===== src/verilog/iob_bus_pkg.sv =====
// ****************************************
// Native bus dimensions
// ****************************************

package iob_bus_pkg;

   // Number of masters that share the slave. Values 2 to 4 are supported.
   localparam int n_masters = 2;

   // Data path width in bits.
   localparam int data_w = 32;

   // Byte address width. It covers the whole 4 KiB memory.
   localparam int addr_w = 12;

   // One write strobe bit per data byte.
   localparam int strb_w = data_w / 8;

   // Width of a master index.
   // A single master still needs one bit so the selector stays a real vector.
   localparam int sel_w = (n_masters > 1) ? $clog2(n_masters) : 1;

endpackage

===== src/verilog/merge_route.sv =====
// Sends the slave's response back to the masters.
// Ready is shared out in the request cycle. Read data follows one cycle later
// and belongs to the master selected when the read was accepted.
module merge_route (
   input  logic                            m_avalid_i  [iob_bus_pkg::n_masters],
   input  logic [iob_bus_pkg::sel_w-1:0]   sel_i,
   input  logic [iob_bus_pkg::sel_w-1:0]   sel_q_i,
   input  logic                            slv_ready_i,
   input  logic [iob_bus_pkg::data_w-1:0]  slv_rdata_i,
   input  logic                            slv_rvalid_i,
   output logic                            m_ready_o   [iob_bus_pkg::n_masters],
   output logic [iob_bus_pkg::data_w-1:0]  m_rdata_o   [iob_bus_pkg::n_masters],
   output logic                            m_rvalid_o  [iob_bus_pkg::n_masters]
);

   for (genvar a = 0; a < iob_bus_pkg::n_masters; a++) begin : g_master

      logic granted;
      logic owner;

      assign granted = (sel_i == iob_bus_pkg::sel_w'(a));
      assign owner   = (sel_q_i == iob_bus_pkg::sel_w'(a));

      // An idle master simply sees the slave's ready, so it can start at once.
      // A requesting master that lost arbitration is held off.
      always_comb begin
         if (granted || !m_avalid_i[a]) begin
            m_ready_o[a] = slv_ready_i;
         end else begin
            m_ready_o[a] = 1'b0;
         end
      end

      // Responses only reach the owner of the previous cycle.
      always_comb begin
         if (owner) begin
            m_rdata_o[a]  = slv_rdata_i;
            m_rvalid_o[a] = slv_rvalid_i;
         end else begin
            m_rdata_o[a]  = '0;
            m_rvalid_o[a] = 1'b0;
         end
      end

   end

endmodule


===== config.mk =====
export PLATFORM = sky130hd
export DESIGN_NAME = merge_route
export DESIGN_NICKNAME = d
export VERILOG_FILES = /design/src/verilog/iob_bus_pkg.sv /design/src/verilog/merge_route.sv
export SDC_FILE = /design/constraint.sdc
export NUM_CORES = 1
export LEC_CHECK = 0
export ABC_AREA = 1
export BUFFER_PORTS_ARGS = -buffer_cell sky130_fd_sc_hd__buf_2
export CAP_MARGIN = 5
export CORE_MARGIN = 2
export CORE_UTILIZATION = 30
export DETAILED_ROUTE_END_ITERATION = 8
export PLACE_DENSITY = 0.91
export SETUP_SLACK_MARGIN = 0.2
export SYNTH_ARGS = -nofsm -noshare
export SYNTH_HDL_FRONTEND = slang
export SYNTH_SLANG_ARGS = --single-unit

===== constraint.sdc =====
create_clock -name vclk -period 0.9
set_input_delay 0.045 -clock vclk [all_inputs]
set_output_delay 0.045 -clock vclk [all_outputs]
set_load 0.02 [all_outputs]

* After elaboration in Yosys (flattened, before gate mapping)
Index checks and enable logic that the tools add are counted.
** Operators by class
- Multiplexer cells :: 6
- Bitwise gates (word level) :: 1
- Reduce and logical (&&, ||, !) cells :: 4
** Operator list (number)
- $mux W32 :: 2
- $mux W1 :: 4
- $logic_not A1 Y1 :: 2
- $logic_or A1 B1 Y1 :: 2
- $not A1 Y1 :: 1
** Storage, ports and cells
- Flip-flop bits (word level) :: 0

* Logic depth before layout (Yosys ltp)
Gate-level depths: netlist (run 1).
- Depth in word-level cells :: 3
- Mapped depth :: 4

* Worst setup path after synthesis (run 1)
OpenSTA, ideal clock, no wires.
- Kind :: input to output
- Start :: input sel_q_i
- End :: output m_rdata_o[33] in the netlist's numbering
- Data arrival time :: 629 ps
- Data required time :: 855 ps
- Path slack :: 226 ps
- Stages on the path :: 3
- Path buffers :: 2
- Path through :: buf_4 > buf_6 > nor2_1
** RTL lines
- start, declared :: RTL line merge_route.sv:7 : input logic [iob_bus_pkg::sel_w-1:0] sel_q_i,
- end, declared :: RTL line merge_route.sv:12 : output logic [iob_bus_pkg::data_w-1:0] m_rdata_o [iob_bus_pkg::n_masters],

==> impl_metrics.yaml, run 1 <==
run_status:
  status: "completed"
worst_setup_path:
  crit_type: "input port to primary output"
  cp-end-kind: "primary output"
  crit_top_cell: "buf_4"
  slowest_delay_ns: 0.18
  critPathTopFamily: "buffers and inverters"
  crit_cells: 4
  start_kind: "input port"
  cp_slowest_cell: "clkbuf_16"
  path_cells: "buf_4, clkbuf_16, nor2_1, buf_4"
  crit_required_ns: 0.85
  worst-path-buf-inv: 3
  cp.arrival_ns: 0.67
  critical_path.max_fanout: 17
  crit_start: "sel_q_i"
cts:
  cts_setup_buffers: 0
  ctsHoldBuffers: 0
pwr:
  finalPower_uw: 740
  p_int_uw: 305
  cellLeakagePower_uw: 0.00112
  power_frac_clock_pct: 0
  ir_drop_mv: 0.322
  seq_power_share_pct: 0
  switching_share_pct: 58.8
  p_switching_uw: 435
  power_frac_comb_pct: 100.0
  power_density_nw_per_um2: 579
sta:
  timing.fmax_ghz: 1.40
  hold_viol_final: 0
  rsz0062_at_grt: "yes"
  fin_crit_ns: 0.714
  worstMarginPinSlew_ns: 0.137
  tns_ns: 0
  setup_viol: 0
  slew_headroom_pct: 90.8
  slew_viol_final: 0
  fin_crit_sh_pct: 79.4
routing:
  firstDrtPassIters: 4
  antenna_left: 0
  drt-total-wl_mm: 2.53
  drt-initial-drc-count: 13
  drc: 0
  vias: 1082
  post_drt_via_cell_ratio: 3.98
  wl_per_cell_um: 9.30
global_routing:
  grt_overflow_total: 0
  antenna_found_initial: 0
  grt_max_degree: 67
  grt_usage_pct: 13.2
  grt_pass1_wl_mm: 2.35
  grt_pass1_vias: 659
synthesis:
  synth_area_per_cell_sq_um: 4.02
  ys_warn_count: 0
  muxShareOfSynthArea_pct: 0
  yosys.area_share.xor_xnor_pct: 0
  ys_types: 7
  synth_top_family_by_area: "buffers and inverters"
  syn_nets: 181
  netlist_instances: 143
  synthAdderAreaFrac_pct: 0
  netlist_area_sq_um: 576
  yosys.area_share.simple_pct: 43.0
  synth-compound-area-share_pct: 1.74
  ys_seq_area_share_pct: 0
min_path:
  hold_depth: 3
  hp-class: "input port to primary output"
  worstHoldStart: "m_avalid_i[1]"
floorplanning:
  core_sq_um: 1760
  die_area_sq_um: 2280
  ios: 106
  num_rows: 15
  die_w_um: 47.8
  die_y_um: 47.8
  floorplan.initialDensity_pct: 32.6
job:
  drv_cap: 0
finish:
  drive_gt1_share_pct: 46.6
  n_antenna_cell: 0
  synthToLayoutAreaGrowth_pct: 122
  seq_cell_count: 0
  fin_nets: 287
  final-seq-area_sq_um: 0
  clock_buffer_count: 0
placement:
  port_buffers: 106
  dpl.hpwl_mm: 1.65
  place_congestion: 0.738
per-layer routing:
| metal | track usage (%) | vias to the layer above | wire (um) |
|---|---|---|---|
| li1 | - | 568 | - |
| met1 | 14.4 | 458 | 906 |
| met2 | 27.7 | 56 | 1390 |
| met3 | 1.13 | 0 | 236 |
| met4 | 0.541 | 0 | 0 |
| met5 | 0 | - | 0 |
cell type report:
class / instances / area [sq um]
repair buffers: 111 / 718
fillers: 170 / 487
multi-input cells: 68 / 273
inverters: 68 / 255
well taps: 25 / 31.3
worst paths after layout:
| check | to | slack, ns |
|---|---|---|
| setup / recovery | m_rdata_o[38] | 0.19 |
| hold / removal | m_ready_o[1] | 0.36 |
placed cells by master (no fill, tap or decap), types with 2 or more instances in the layout:
| cell | n |
|---|---|
| nand2_1 | 33 |
| buf_4 | 25 |
| inv_1 | 68 |
| a21oi_1 | 2 |
| nor2_1 | 29 |
| buf_6 | 4 |
| clkbuf_16 | 3 |
| buf_2 | 78 |
| nor2_2 | 3 |
tightest hold or removal path, cell delays in order:
cell and delay, ns:
buf_2 0.08, a21oi_1 0.05, buf_2 0.15
cell families (layout without fill, tap and decap cells):
logic type | Yosys count | in the layout
buffers and inverters | 75 | 179
AND/OR/NAND/NOR | 66 | 66
AO/OA/AOI/OAI | 2 | 2
per-stage QoR:
step           setup WS, ns  hold slack [ns]  area (sq um)  std cells  util (%)
5_1_grt               0.146            0.375          1280        272      72.4
4_1_cts               0.143            0.361          1100        268      62.2
6_report              0.186            0.360          1280        272      72.4
3_3_place_gp          0.174            0.358          1090        268      62.1
3_5_place_dp          0.143            0.359          1090        268      62.1
2_1_floorplan         0.226            0.205           576        143         -
synth_stat cells:
cell type | number | area share [%]
buf_2 | 2 | 1.7
buf_6 | 4 | 7.8
a21oi_1 | 2 | 1.7
nor2_1 | 33 | 22
inv_1 | 68 | 44
nand2_1 | 33 | 22
buf_4 | 1 | 1.3
what timing repair did:
action / 4_1_cts / 5_1_grt
gates resized for setup: 1 / 36
setup endpoints to repair: 34 / 66
cloned: 0 / 4
endpoints found under the hold margin: 0 / 0
power groups by stage:
stage	Combinational (uW)	Sequential [uW]	Clock, uW
floorplan	391	0	0
global placement	625	0	0
detailed placement	635	0	0
CTS	638	0	0
global route	804	0	0
finish	740	0	0
(Power assumes the default switching activity.)
==> run 2, diff against run 1 <==
--- a/config.mk
+++ b/config.mk
@@ -9,9 +9,9 @@
 export BUFFER_PORTS_ARGS = -buffer_cell sky130_fd_sc_hd__buf_2
 export CAP_MARGIN = 5
 export CORE_MARGIN = 2
-export CORE_UTILIZATION = 30
+export CORE_UTILIZATION = 28
 export DETAILED_ROUTE_END_ITERATION = 8
-export PLACE_DENSITY = 0.91
+export PLACE_DENSITY = 0.86
 export SETUP_SLACK_MARGIN = 0.2
 export SYNTH_ARGS = -nofsm -noshare
 export SYNTH_HDL_FRONTEND = slang
==> constraint.sdc (replaced) <==
create_clock -name vclk -period 0.8
set_input_delay 0.04 -clock vclk [all_inputs]
set_output_delay 0.04 -clock vclk [all_outputs]
set_load 0.02 [all_outputs]
==> impl_metrics.yaml, run 2 (synthesis results as in run 1) <==
run_status:
  status: "completed"
sta:
  setup_viol: 0
  fin_crit_ns: 0.652
  fin_crit_sh_pct: 81.5
  tns_ns: 0
  rsz0062_at_grt: "yes"
  slew_headroom_pct: 92.5
  worstMarginPinSlew_ns: 0.113
  timing.fmax_ghz: 1.53
  slew_viol_final: 0
  hold_viol_final: 0
global_routing:
  grt_pass1_wl_mm: 3.51
  grt_pass1_vias: 911
  grt_usage_pct: 16.8
  grt_max_degree: 18
  antenna_found_initial: 0
  grt_overflow_total: 0
finish:
  post-route-util_pct: 83.1
  seq_cell_count: 0
  clock_buffer_count: 0
  synthToLayoutAreaGrowth_pct: 180
  mostFrequentLayoutCell: "inv_1"
  multi_input_area_sq_um: 370
  fin_nets: 288
  n_antenna_cell: 0
  fillCellCount: 131
  drive_gt1_share_pct: 64.1
  layout_common_cells: "inv_1, buf_2, buf_6, buf_4, nand2_2"
  final-seq-area_sq_um: 0
pwr:
  ir_drop_mv: 0.420
  power_density_nw_per_um2: 650
  cellLeakagePower_uw: 0.00118
worst_setup_path:
  crit_required_ns: 0.76
  critical_path.max_fanout: 17
  start_kind: "input port"
  crit_type: "input port to primary output"
  cp.arrival_ns: 0.61
  cp-end-kind: "primary output"
floorplanning:
  num_rows: 16
  die_w_um: 49.3
  die_area_sq_um: 2430
  die_y_um: 49.3
  floorplan.initialDensity_pct: 29.6
  core_sq_um: 1940
  ios: 106
routing:
  antenna_left: 0
  drc: 0
  firstDrtPassIters: 6
  drt-total-wl_mm: 2.87
  drt-initial-drc-count: 14
  post_drt_via_cell_ratio: 4.14
  vias: 1138
  wl_per_cell_um: 10.4
job:
  drv_cap: 0
min_path:
  hp-class: "input port to primary output"
cts:
  cts_setup_buffers: 0
placement:
  port_buffers: 106
  place_congestion: 0.703
  dpl.hpwl_mm: 1.53
run 2: cell count changes in the layout (fill, tap and decap cells not counted), sizes merged:
cell,before,now
clkbuf,3,1
buf,108,111
run 2: path summary, 6_finish.rpt:
path,start,endpoint,slack [ns],cells after the start
min,m_avalid_i[0],m_ready_o[0],0.35,3
max,sel_q_i,m_rdata_o[49],0.15,4
run 2: what timing repair did:
item	4_1_cts	5_1_grt
endpoints found under the setup margin	66	57
resized for setup	54	92
hold buffers	0	0
cloned	3	1
run 2: metrics by stage:
stage	total power, uW	setup slack (ns)	hold WS (ns)	std cells	cell area, sq um
5_1_grt	1110	0.126	0.364	275	1610
3_5_place_dp	722	0.127	0.349	271	1120
6_report	1050	0.148	0.350	275	1610
4_1_cts	867	0.188	0.350	274	1340
2_1_floorplan	440	0.136	0.195	143	576
3_3_place_gp	714	0.134	0.349	271	1120
run 2: final cells by class:
| class | count | share of cell area [%] |
|---|---|---|
| timing repair buffer | 112 | 59.1 |
| multi-input combinational | 68 | 23.0 |
| inverter | 68 | 15.8 |
| tap | 27 | 2.09 |
run 2: critical path: stages:
cell and delay, ns:
buf_12 0.13, buf_16 0.15, nor2_1 0.13, buf_4 0.15
run 2: where the power goes:
part | switching (uW) | internal [uW]
registers | 0 | 0
logic | 564 | 485
clock network | 0 | 0
total | 564 | 485
run 2: routing by layer:
layer  track usage [%]  wire (um)
met1              17.0       1020
met2              36.7       1550
met3              1.84        264
met4             0.476         33
met5                 0          0
